`src/source/lsu_settings.svh`:
```
`ifndef LSU_SETTINGS_SVH
`define LSU_SETTINGS_SVH

// Cache geometry, 2 ways of one-word lines
`define LSU_NUM_SETS 4

// Set index taken from word address bits 3:2
`define LSU_SET_BITS 2

// Remaining upper address bits 31:4
`define LSU_TAG_BITS 28

// Initial credits, same as the memory request queue depth
`define LSU_MEM_CREDITS 4

`endif

```
`src/source/lsu_pkg.sv`:
```
package lsu_pkg;

  // Memory opcode out of decode, forced to OP_ILLEGAL by execute on misalignment
  typedef enum logic [2:0] {
    OP_LB      = 3'd0,
    OP_LH      = 3'd1,
    OP_LW      = 3'd2,
    OP_LBU     = 3'd3,
    OP_LHU     = 3'd4,
    OP_SW      = 3'd5,
    OP_ILLEGAL = 3'd6
  } mem_op_e;

  // Cache sequencer states
  typedef enum logic [2:0] {
    ST_IDLE      = 3'd0, // Waiting for an instruction from execute
    ST_STORE_REQ = 3'd1, // Write-through request, needs a credit
    ST_MISS_REQ  = 3'd2, // Refill read request, needs a credit
    ST_MISS_WAIT = 3'd3, // Waiting for read data
    ST_DONE      = 3'd4  // One-cycle result handoff
  } cache_state_e;

endpackage

```
`src/source/lsu_decode.sv`:
```
module lsu_decode (
  input  logic              is_store,
  input  logic [2:0]        funct3,
  output lsu_pkg::mem_op_e  op,
  output logic [1:0]        size_log2
);

  always_comb begin
    op        = lsu_pkg::OP_ILLEGAL; // Reserved codes fall through here
    size_log2 = 2'd0;
    if (is_store) begin
      // Only full-word stores are supported
      if (funct3 == 3'b010) begin
        op        = lsu_pkg::OP_SW;
        size_log2 = 2'd2;
      end
    end else begin
      case (funct3)
        3'b000: begin
          op        = lsu_pkg::OP_LB;
          size_log2 = 2'd0;
        end
        3'b001: begin
          op        = lsu_pkg::OP_LH;
          size_log2 = 2'd1;
        end
        3'b010: begin
          op        = lsu_pkg::OP_LW;
          size_log2 = 2'd2;
        end
        3'b100: begin
          op        = lsu_pkg::OP_LBU;
          size_log2 = 2'd0;
        end
        3'b101: begin
          op        = lsu_pkg::OP_LHU;
          size_log2 = 2'd1;
        end
        default: begin
          op        = lsu_pkg::OP_ILLEGAL; // 011, 110, 111
          size_log2 = 2'd0;
        end
      endcase
    end
  end

endmodule

```
`src/source/lsu_execute.sv`:
```
module lsu_execute (
  input  logic              clk,
  input  logic              arst_n,
  input  logic              in_valid,
  output logic              in_ready,
  input  lsu_pkg::mem_op_e  op,
  input  logic [1:0]        size_log2,
  input  logic [31:0]       base,
  input  logic [11:0]       offset,
  input  logic [31:0]       store_data,
  input  logic              cache_take,
  output logic              ex_valid,
  output lsu_pkg::mem_op_e  ex_op,
  output logic [31:0]       ex_addr,
  output logic [31:0]       ex_wdata
);

  logic [31:0]      addr;
  logic             misaligned;
  lsu_pkg::mem_op_e op_chk;

  assign addr = base + {{20{offset[11]}}, offset}; // Sign-extended I/S immediate

  // Halfwords need bit 0 clear, words need bits 1:0 clear
  always_comb begin
    case (size_log2)
      2'd1:    misaligned = addr[0];
      2'd2:    misaligned = |addr[1:0];
      default: misaligned = 1'b0;
    endcase
  end

  assign op_chk = misaligned ? lsu_pkg::OP_ILLEGAL : op;

  // Empty slot, or slot drains into the cache this cycle
  assign in_ready = !ex_valid || cache_take;

  always_ff @(posedge clk or negedge arst_n) begin
    if (!arst_n) begin
      ex_valid <= 1'b0;
    end else if (in_valid && in_ready) begin
      ex_valid <= 1'b1;
    end else if (cache_take) begin
      ex_valid <= 1'b0;
    end
  end

  always_ff @(posedge clk) begin
    if (in_valid && in_ready) begin
      ex_op    <= op_chk;
      ex_addr  <= addr;
      ex_wdata <= store_data;
    end
  end

endmodule

```
`src/source/two_way_cache.sv`:
```
`include "lsu_settings.svh"

module two_way_cache (
  input  logic              clk,
  input  logic              arst_n,
  input  logic              ex_valid,
  input  lsu_pkg::mem_op_e  ex_op,
  input  logic [31:0]       ex_addr,
  input  logic [31:0]       ex_wdata,
  output logic              cache_take,
  output logic              done,
  output lsu_pkg::mem_op_e  done_op,
  output logic [31:0]       done_word,
  output logic [1:0]        done_byte_sel,
  output logic              done_hit,
  output logic              mem_req_valid,
  output logic              mem_req_write,
  output logic [31:0]       mem_req_addr,
  output logic [31:0]       mem_req_wdata,
  input  logic              mem_credit,
  input  logic              mem_rvalid,
  input  logic [31:0]       mem_rdata
);

  localparam int CW = $clog2(`LSU_MEM_CREDITS + 1); // Counts 0..LSU_MEM_CREDITS

  logic [`LSU_NUM_SETS-1:0][1:0] valid;
  logic [`LSU_NUM_SETS-1:0]      lru;         // Names the way to replace next
  logic [`LSU_TAG_BITS-1:0]      tag_mem  [`LSU_NUM_SETS][2];
  logic [31:0]                   data_mem [`LSU_NUM_SETS][2];
  logic [CW-1:0]                 credits;
  lsu_pkg::cache_state_e         state;

  lsu_pkg::mem_op_e         req_op;          // Instruction held by the cache
  logic [31:0]              req_addr;
  logic [31:0]              req_wdata;
  logic [31:0]              req_word;
  logic                     req_hit;
  logic                     req_way;         // Matching way at lookup
  logic [`LSU_SET_BITS-1:0] lk_set;
  logic [`LSU_TAG_BITS-1:0] lk_tag;
  logic [`LSU_SET_BITS-1:0] req_set;
  logic [`LSU_TAG_BITS-1:0] req_tag;
  logic                     hit0;
  logic                     hit1;
  logic                     wr_way;

  // Lookup runs on the execute address while idle
  assign lk_set = ex_addr[`LSU_SET_BITS+1:2];
  assign lk_tag = ex_addr[31:`LSU_SET_BITS+2];
  assign hit0   = valid[lk_set][0] && (tag_mem[lk_set][0] == lk_tag);
  assign hit1   = valid[lk_set][1] && (tag_mem[lk_set][1] == lk_tag);

  assign req_set = req_addr[`LSU_SET_BITS+1:2];
  assign req_tag = req_addr[31:`LSU_SET_BITS+2];
  assign wr_way  = req_hit ? req_way : lru[req_set]; // Store target, hit way or victim

  assign cache_take    = (state == lsu_pkg::ST_IDLE) && ex_valid;
  assign mem_req_valid = ((state == lsu_pkg::ST_STORE_REQ) ||
                          (state == lsu_pkg::ST_MISS_REQ)) && (credits != '0);
  assign mem_req_write = (state == lsu_pkg::ST_STORE_REQ);
  assign mem_req_addr  = {req_addr[31:2], 2'b00};   // Word aligned
  assign mem_req_wdata = req_wdata;

  assign done          = (state == lsu_pkg::ST_DONE);
  assign done_op       = req_op;
  assign done_word     = req_word;
  assign done_byte_sel = req_addr[1:0];
  assign done_hit      = req_hit;

  always_ff @(posedge clk or negedge arst_n) begin
    if (!arst_n) begin
      state   <= lsu_pkg::ST_IDLE;
      valid   <= '0;
      lru     <= '0;
      credits <= CW'(`LSU_MEM_CREDITS);
    end else begin
      credits <= credits - CW'(mem_req_valid) + CW'(mem_credit); // Spend and return
      case (state)
        lsu_pkg::ST_IDLE: if (cache_take) begin
          if (ex_op == lsu_pkg::OP_SW) begin
            state <= lsu_pkg::ST_STORE_REQ;
          end else if (ex_op == lsu_pkg::OP_ILLEGAL) begin
            state <= lsu_pkg::ST_DONE;     // No cache or memory access
          end else if (hit0 || hit1) begin
            lru[lk_set] <= ~hit1;          // Point away from the hit way
            state       <= lsu_pkg::ST_DONE;
          end else begin
            state <= lsu_pkg::ST_MISS_REQ;
          end
        end
        lsu_pkg::ST_STORE_REQ: if (mem_req_valid) begin
          valid[req_set][wr_way] <= 1'b1;  // Write-allocate
          lru[req_set]           <= ~wr_way;
          state                  <= lsu_pkg::ST_DONE;
        end
        lsu_pkg::ST_MISS_REQ: if (mem_req_valid) state <= lsu_pkg::ST_MISS_WAIT;
        lsu_pkg::ST_MISS_WAIT: if (mem_rvalid) begin
          valid[req_set][lru[req_set]] <= 1'b1;
          lru[req_set]                 <= ~lru[req_set];
          state                        <= lsu_pkg::ST_DONE;
        end
        default: state <= lsu_pkg::ST_IDLE; // ST_DONE lasts one cycle
      endcase
    end
  end

  always_ff @(posedge clk) begin
    if (cache_take) begin
      req_op    <= ex_op;
      req_addr  <= ex_addr;
      req_wdata <= ex_wdata;
      req_hit   <= (hit0 || hit1) && (ex_op != lsu_pkg::OP_ILLEGAL);
      req_way   <= hit1;
      req_word  <= hit1 ? data_mem[lk_set][1] : data_mem[lk_set][0];
    end
    if ((state == lsu_pkg::ST_STORE_REQ) && mem_req_valid) begin
      tag_mem[req_set][wr_way]  <= req_tag;
      data_mem[req_set][wr_way] <= req_wdata;
    end
    if ((state == lsu_pkg::ST_MISS_WAIT) && mem_rvalid) begin
      tag_mem[req_set][lru[req_set]]  <= req_tag; // Refill into the LRU way
      data_mem[req_set][lru[req_set]] <= mem_rdata;
      req_word                        <= mem_rdata;
    end
  end

endmodule

```
`src/source/lsu_result.sv`:
```
module lsu_result (
  input  logic              clk,
  input  logic              arst_n,
  input  logic              done,
  input  lsu_pkg::mem_op_e  done_op,
  input  logic [31:0]       done_word,
  input  logic [1:0]        done_byte_sel,
  input  logic              done_hit,
  output logic              res_valid,
  output logic [31:0]       res_data,
  output logic              res_hit,
  output logic              res_error
);

  logic [7:0]  lane_b;
  logic [15:0] lane_h;
  logic [31:0] data_nxt;
  logic        error_nxt;

  // Little-endian lane pick
  always_comb begin
    case (done_byte_sel)
      2'd0:    lane_b = done_word[7:0];
      2'd1:    lane_b = done_word[15:8];
      2'd2:    lane_b = done_word[23:16];
      default: lane_b = done_word[31:24];
    endcase
  end

  assign lane_h = done_byte_sel[1] ? done_word[31:16] : done_word[15:0];

  always_comb begin
    error_nxt = 1'b0;
    case (done_op)
      lsu_pkg::OP_LB:  data_nxt = {{24{lane_b[7]}}, lane_b};
      lsu_pkg::OP_LBU: data_nxt = {24'd0, lane_b};
      lsu_pkg::OP_LH:  data_nxt = {{16{lane_h[15]}}, lane_h};
      lsu_pkg::OP_LHU: data_nxt = {16'd0, lane_h};
      lsu_pkg::OP_LW:  data_nxt = done_word;
      lsu_pkg::OP_SW:  data_nxt = 32'd0; // Stores return no data
      default: begin
        data_nxt  = 32'd0;
        error_nxt = 1'b1;
      end
    endcase
  end

  always_ff @(posedge clk or negedge arst_n) begin
    if (!arst_n) res_valid <= 1'b0;
    else         res_valid <= done; // Single-cycle, no back-pressure
  end

  always_ff @(posedge clk) begin
    if (done) begin
      res_data  <= data_nxt;
      res_hit   <= done_hit;
      res_error <= error_nxt;
    end
  end

endmodule

```
`src/source/lsu_top.sv`:
```
module lsu_top (
  input  logic        clk,
  input  logic        arst_n,
  input  logic        in_valid,
  output logic        in_ready,
  input  logic        in_is_store,
  input  logic [2:0]  in_funct3,
  input  logic [31:0] in_base,
  input  logic [11:0] in_offset,
  input  logic [31:0] in_store_data,
  output logic        res_valid,
  output logic [31:0] res_data,
  output logic        res_hit,
  output logic        res_error,
  output logic        mem_req_valid,
  output logic        mem_req_write,
  output logic [31:0] mem_req_addr,
  output logic [31:0] mem_req_wdata,
  input  logic        mem_credit,
  input  logic        mem_rvalid,
  input  logic [31:0] mem_rdata
);

  lsu_pkg::mem_op_e dec_op;
  logic [1:0]       dec_size_log2;
  logic             ex_valid;
  lsu_pkg::mem_op_e ex_op;
  logic [31:0]      ex_addr;
  logic [31:0]      ex_wdata;
  logic             cache_take;
  logic             done;
  lsu_pkg::mem_op_e done_op;
  logic [31:0]      done_word;
  logic [1:0]       done_byte_sel;
  logic             done_hit;

  lsu_decode u_decode (.is_store(in_is_store), .funct3(in_funct3), .op(dec_op),
    .size_log2(dec_size_log2));

  lsu_execute u_execute (.clk, .arst_n, .in_valid, .in_ready, .op(dec_op),
    .size_log2(dec_size_log2), .base(in_base), .offset(in_offset),
    .store_data(in_store_data), .cache_take, .ex_valid, .ex_op, .ex_addr, .ex_wdata);

  two_way_cache u_cache (.clk, .arst_n, .ex_valid, .ex_op, .ex_addr, .ex_wdata,
    .cache_take, .done, .done_op, .done_word, .done_byte_sel, .done_hit,
    .mem_req_valid, .mem_req_write, .mem_req_addr, .mem_req_wdata,
    .mem_credit, .mem_rvalid, .mem_rdata);

  lsu_result u_result (.clk, .arst_n, .done, .done_op, .done_word, .done_byte_sel,
    .done_hit, .res_valid, .res_data, .res_hit, .res_error);

endmodule

```
`config.mk`:
```
export PLATFORM = sky130hd
export DESIGN_NAME = lsu_top
export DESIGN_NICKNAME = d
export VERILOG_FILES = /design/src/source/lsu_pkg.sv /design/src/source/lsu_decode.sv /design/src/source/lsu_execute.sv /design/src/source/two_way_cache.sv /design/src/source/lsu_result.sv /design/src/source/lsu_top.sv
export VERILOG_INCLUDE_DIRS = /design/src /design/src/source
export SDC_FILE = /design/constraint.sdc
export NUM_CORES = 1
export LEC_CHECK = 0
export ABC_CLOCK_PERIOD_IN_PS = 6750
export BUFFER_PORTS_ARGS = -buffer_cell sky130_fd_sc_hd__buf_2
export CORE_UTILIZATION = 55
export CTS_BUF_LIST = sky130_fd_sc_hd__clkbuf_4
export CTS_CLUSTER_SIZE = 12
export DETAILED_ROUTE_END_ITERATION = 10
export GPL_ROUTABILITY_DRIVEN = 0
export HOLD_SLACK_MARGIN = 0.1
export PLACE_DENSITY = 0.74
export SYNTH_ARGS = -nofsm -noshare
export SYNTH_HDL_FRONTEND = slang
export SYNTH_HIERARCHICAL = 1
export SYNTH_SLANG_ARGS = --single-unit
```
`constraint.sdc`:
```
create_clock -name clk -period 6.75 [get_ports clk]
set_input_delay 0.675 -clock clk [delete_from_list [all_inputs] [get_ports clk]]
set_output_delay 0.675 -clock clk [all_outputs]
set_load 0.05 [all_outputs]
```
# After elaboration in Yosys (flattened, before gate mapping)
# Memory sizes are Yosys's and may differ from the RTL's. A register that Yosys moved wholly into a read port is not among the register bits.
# Index checks and enable logic that the tools add are counted.
# totals
n_memories	2
elab_cells	417
inputBits	117
out_inout_bits	102
ramBits	480
ff_bits	222
# classes
n_eq_ne	29
n_lt_le_gt_ge	12
n_bitwise	127
mux	190
n_addsub	3
reduce_logical	33
# mem_list
memory	words	word_bits	read_ports	rd_clocked_by_memory_dff	wr	line_no	source
u_cache.data_mem	4	64	1	1	1	two_way_cache.sv:30	logic [31:0] data_mem [`LSU_NUM_SETS][2];
u_cache.tag_mem	4	56	1	1	1	two_way_cache.sv:29	logic [`LSU_TAG_BITS-1:0] tag_mem [`LSU_NUM_SETS][2];
# op_table
cell	n
two-way mux 32 bit	5
one-hot mux 32 bit (5 select lines)	1
two-way mux 1 bit	131
two-way mux 64 bit	2
OR 1 bit	120
two-way mux 56 bit	2
demux 32 bit (select 1 bit)	2
demux 28 bit (select 1 bit)	2
== test 28 bit	2
two-way mux 28 bit	2
adder 32 bit	1
two-way mux 3 bit	8
two-way mux 4 bit	6
one-hot mux 8 bit (3 select lines)	1
== test 3 bit (second input constant)	7
two-way mux 16 bit	1
two-way mux 2 bit	8
two-way mux 8 bit	2
OR 8 bit	2
one-hot mux 8 bit (2 select lines)	1
== test 3 x 2 -> 1 bit (second input constant)	5
one-hot mux 3 bit (5 select lines)	1
logical AND 1 bit	14
bitwise mux 4 bit	3
36 further kinds	65

# Depth between registers and ports, before layout
# depth
word_depth	12
mapped_depth	13

# Modules after synthesis
# The synthesis kept the hierarchy.
# by_module_without_submodules
module	instances	cells_per_inst	seq_area_each_um2	area_each_um2
two_way_cache	1	1247	17898.4	24198.2
lsu_execute	1	337	2037.0	3915.0
lsu_result	1	136	1046.0	1948.1
lsu_decode	1	10	0.0	82.6

# Worst setup path after synthesis
# No wires, ideal clock.
# synth_path
path_type	register to register
start	register u_cache.req_addr[2]
end	register u_cache/valid[0] in the netlist's numbering
setup_slack_ns	0.197
arrival_ns	6.463
synth_period_minus_slack_ns	6.553
stages_incl_launch_ff	7
required_ns	6.660
path_cell_list	edfxtp_1 > clkbuf_1 > mux4_2 > nor2_1 > a21oi_1 > nor3_1 > or2_2
# synth_via
elab_chain_len	12
word_cells_on_any_way	25
classes_between	order compare: 6; mux: 14; bitwise: 2; reduce/logical: 3
# synth_rtl
element	line_no	source
from (decl)	two_way_cache.sv:35	logic [31:0] req_addr;
from (signal assigned)	two_way_cache.sv:111	req_addr <= ex_addr;
binary-select mux 1 bit (select 2 bit)	two_way_cache.sv:56, two_way_cache.sv:99	
two-way mux 1 bit (not written as such)	two_way_cache.sv:56, two_way_cache.sv:99	
two-way mux 1 bit	two_way_cache.sv:56	assign wr_way = req_hit ? req_way : lru[req_set];
< comparator 1 x 2 -> 1 bit (not written as such) or greater-or-equal comparator 1 bit (tied branches)	two_way_cache.sv:93	valid[req_set][wr_way] <= 1'b1;
logical AND 1 bit (not written as such)	two_way_cache.sv:93	
two-way mux 1 bit (not written as such)	two_way_cache.sv:93	
demux 1 bit (select 1 bit)	-	
two-way mux 2 bit (not written as such)	two_way_cache.sv:93	
demux 2 bit (select 2 bit)	-	
OR 8 bit (no line)	-	
two-way mux 8 bit	two_way_cache.sv:92	lsu_pkg::ST_STORE_REQ: if (mem_req_valid) begin
one-hot mux 8 bit (2 select lines) *	two_way_cache.sv:79	case (state)
to (signal assigned)	two_way_cache.sv:74	valid <= '0;
to (signal, indexed assignment)	two_way_cache.sv:93	
to (signal, indexed assignment)	two_way_cache.sv:99	valid[req_set][lru[req_set]] <= 1'b1;
to (decl)	two_way_cache.sv:27	logic [`LSU_NUM_SETS-1:0][1:0] valid;
# Mark *: on every way between the ends. The rest lies on a longest branch, timed or not. The select of a mux whose other input is x is not followed.
# A chain may end at the register's enable or synchronous reset.

# Worst setup path in the final report
# layout_path
start	register u_execute.ex_addr[2]
end	register u_cache.req_word[9], in the netlist u_cache/done_word[9] (data pin)
# layout_via
elab_chain_len	6
# layout_rtl
element	line_no	source
from (decl)	lsu_execute.sv:14	output logic [31:0] ex_addr,
from (signal assigned)	lsu_execute.sv:51	ex_addr <= addr;
binary-select mux 2 bit (select 2 bit)	two_way_cache.sv:52	assign hit1 = valid[lk_set][1] && (tag_mem[lk_set][1] == lk_tag);
two-way mux 2 bit	-	
logical AND 1 bit	two_way_cache.sv:52	
two-way mux 32 bit	two_way_cache.sv:115	req_word <= hit1 ? data_mem[lk_set][1] : data_mem[lk_set][0];
two-way mux 32 bit	two_way_cache.sv:109	if (cache_take) begin
two-way mux 32 bit	two_way_cache.sv:121	if ((state == lsu_pkg::ST_MISS_WAIT) && mem_rvalid) begin
to (signal assigned)	two_way_cache.sv:115	
to (signal assigned)	two_way_cache.sv:124	req_word <= mem_rdata;
to (decl)	two_way_cache.sv:37	logic [31:0] req_word;
# Every way passes these cells. The select of a mux whose other input is x is not followed.

==> impl_metrics.ini <==
[yosys]
synth_flop_cell = edfxtp_1
yosysWarnings = 6
yosys-top-cells-area = edfxtp_1 68%, mux4_2 7.5%, mux2i_1 3.1%
syn_inst = 1730
synth_top_area_share = 0.679
ys_types = 88
ys_seq_area_frac = 0.696
synth-edff-count = 682
yosys.area.top_type = edfxtp_1
async_flop_share = 0.0285
syn_area_per_cell_um2 = 17.4
synth_area_mm2 = 0.0301
ys_ff_latch = 702

[grt]
first_global_vias = 18400
antenna_found_initial = 2
grt_pass1_wl_mm = 109
grt_overflow = 0
grt_max_degree = 70
track_usage = 0.263

[pwr]
power.density_mw_per_mm2 = 400
switching_power_mw = 4.74
pwr-share-clk = 0.252
ir_worst_vdd_mv = 0.277
p_comb_frac = 0.267
p_int_mw = 9.25
p_leak_nw = 12.3
power.share.switching = 0.339
p_seq_frac = 0.481

[final_layout]
seqCellArea_mm2 = 0.0210
post-route-util = 0.647
stdcell_area_mm2 = 0.0350
nFillCells = 3772
nets = 2288
layout-drive-gt1-share = 0.326
syn_to_final_growth_pct = 16.0
layout_commonest_cell = edfxtp_1
final_cell_mix = 682 x edfxtp_1, 262 x clkbuf_4, 216 x buf_2
multi_input_area_mm2 = 0.00865

[route]
routed-via-count = 17600
drc = 0
drtIter0Drc = 1673
dr.pass1.iters = 6
routed_via_density = 5.96
wl_per_cell_um = 24.1
antenna_left = 0
routed_wl_mm = 71.3

[clock_network]
clkLatencyLatePin_ns = 0.99
cts_buffers = 169
cts_resized = 0
cts.clk_slew.worst_paths_ns = 0.07
cts_sinks = 702
cts_tree = built
cts_root_buf = clkbuf_4
cts_buffer_depth = 3
htree_levels = 4

[worst_hold_path]
hold_depth = 3
hold_end = u_execute/ex_addr[8]
hp-class = in2reg
min_from = in_offset[8]

[timing]
hold_slack_ns = 0.223
worst_slew_pin_slew_ns = 1.25
setup_viol = 0
finalClockSkew_ns = 0.0604
maxSlewHeadroom = 0.165
hold_violations = 0
setup-tns-final_ns = 0
period_needed_ns = 4.74
drv_slew = 0
clock.fmax_mhz = 211
period_share = 0.702
rsz0062_at_grt = no

[die]
start_util = 0.558
design.die.area_mm2 = 0.0557
pin_count = 219
die_h_um = 236
die_width_um = 236
rows = 85
core_mm2 = 0.0540

[critical_path]
path_max_fanout = 36
crit_slowest_cell = edfxtp_1
regToRegEndpoint = u_cache/done_word[9]
critPathTopFamily = simple AND/OR/NAND/NOR gates
crit_chain = buf_4 > mux4_2 > xnor2_1 > nand2_1 > or4b_1 > nor2_8 > mux2i_1 > a21oi_1
r2r_cells = 8
crit_type = reg2reg
reg2reg_from = u_execute/ex_addr[2]
crit_buf_inv = 1
endpoint_kind = flip-flop
crit_arrival_ns = 5.41
slowest_delay_ns = 0.91
rrSetupSlack_ns = 2.01
cp-start-kind = flip-flop
cp.required_ns = 7.42

[placed_design]
dpl.hpwl_mm = 44.1
portBuffers = 216
dpl_cell_area_mm2 = 0.0319

[flow_run]
cap_viol_max_count = 0

[outcome]
status = completed
registers in the layout (all words and copies together) (netlist names), named ones only:
| signal | cells |
|---|---|
| u_result/res_error | 1 |
| u_cache/tag_mem | 224 |
| u_cache/done_hit | 1 |
| u_result/res_data | 32 |
| u_cache/mem_req_wdata | 32 |
| u_cache/valid | 8 |
| u_cache/credits | 3 |
| u_cache/req_way | 1 |
| u_cache/req_addr | 32 |
| u_cache/data_mem | 256 |
| u_execute/ex_addr | 32 |
| u_execute/ex_valid | 1 |
| u_execute/ex_wdata | 32 |
| u_cache/done_word | 32 |
| u_execute/ex_op | 3 |
| u_result/res_valid | 1 |
| u_cache/done_op | 3 |
| u_cache/state | 3 |
| u_result/res_hit | 1 |
how the worst max path moves through the flow:
stage / from / end / slack [ns] / cells past startpoint
2_1_floorplan: u_cache/req_addr[2] / u_cache/valid[0] / 0.20 / 6
3_3_place_gp: u_execute/ex_addr[2] / u_cache/done_word[16] / 2.09 / 8
3_5_place_dp: u_execute/ex_addr[2] / u_cache/done_word[9] / 1.93 / 8
4_1_cts: u_execute/ex_addr[2] / u_cache/done_word[9] / 1.90 / 8
5_1_grt: u_execute/ex_addr[2] / u_cache/done_word[9] / 1.76 / 8
6_report: u_execute/ex_addr[2] / u_cache/done_word[9] / 2.01 / 8
cell type report:
class                           instances  area share
Inverter                               33     0.00354
Clock buffer                          262      0.0563
Multi-Input combinational cell        912       0.248
Clock inverter                         39     0.00773
Antenna cell                            2    0.000143
Tap cell                              696      0.0249
Timing Repair Buffer                  316      0.0597
Sequential cell                       702       0.600
cell families (layout without fill, tap and decap cells):
kind of cell,after synthesis,after routing,share of synthesized area
and+or+nand+nor,258,258,0.0446
adders and majority gates,37,37,0.0159
buffers and inverters,117,650,0.0198
other,1,4,0.000124
AOI/OAI and AO/OA,250,250,0.0582
xor gates and xnor gates,90,90,0.0261
muxes,275,275,0.139
DFF,702,702,0.696
stage by stage:
| step | std cells | setup slack (ns) | power (mW) |
|---|---|---|---|
| 4_1_cts | 2960 | 1.90 | 14.1 |
| 2_1_floorplan | 1731 | 0.197 | 9.25 |
| 3_5_place_dp | 2582 | 1.93 | 10.5 |
| 3_3_place_gp | 2582 | 2.09 | 10.4 |
| 5_1_grt | 2962 | 1.76 | 14.6 |
| 6_report | 2962 | 2.01 | 14.0 |
synthesized netlist by cell type, types with 4 or more instances:
master / n
edfxtp_1: 682
mux4_2: 100
mux2i_1: 94
nor2_1: 84
a21oi_1: 82
mux2_2: 75
xnor2_1: 70
nand2_1: 44
clkbuf_1: 41
ha_1: 35
inv_1: 33
o21ai_0: 33
a21o_1: 25
nand4_1: 21
nand3_1: 20
nor3_1: 20
xor2_1: 20
buf_2: 19
dfrtp_1: 19
a221o_1: 13
or2_2: 12
nand2b_1: 10
a31oi_1: 9
nor4_1: 9
o21bai_1: 9
o22ai_1: 9
a211oi_1: 8
buf_6: 8
nor2b_1: 8
buf_4: 7
buf_1: 6
mux4_1: 6
nor3b_1: 5
o211ai_1: 5
o2bb2ai_1: 5
nor4b_1: 4
o21a_1: 4
o32a_1: 4
what timing repair did:
item | CTS | global route
endpoints found under the hold margin | 350 | 0
buffers inserted | 0 | 0
endpoints found under the setup margin | 0 | 0
hold buffers | 77 | 0
power by group through the flow:
stage	combinational, mW	clock [mW]	sequential, mW
after global placement	3.59	0	6.78
after CTS	3.72	3.62	6.74
after floorplan	2.18	0	7.07
after detailed placement	3.68	0	6.83
final	3.73	3.53	6.73
after global routing	3.95	3.85	6.82
layer usage:
| layer | share of wire | vias to the layer above | global-route usage |
|---|---|---|---|
| met1 | 0.38 | 8785 | 0.322 |
| met4 | 0.029 | 0 | 0.104 |
| met2 | 0.51 | 860 | 0.452 |
| li1 | - | 7862 | - |
| met3 | 0.078 | 140 | 0.0634 |
| met5 | 0 | - | 0 |
worst min-delay path, stage by stage:
cell	delay [ns]
buf_2	0.08
ha_1	0.19
xor2_1	0.09
(Power assumes the default switching activity.)
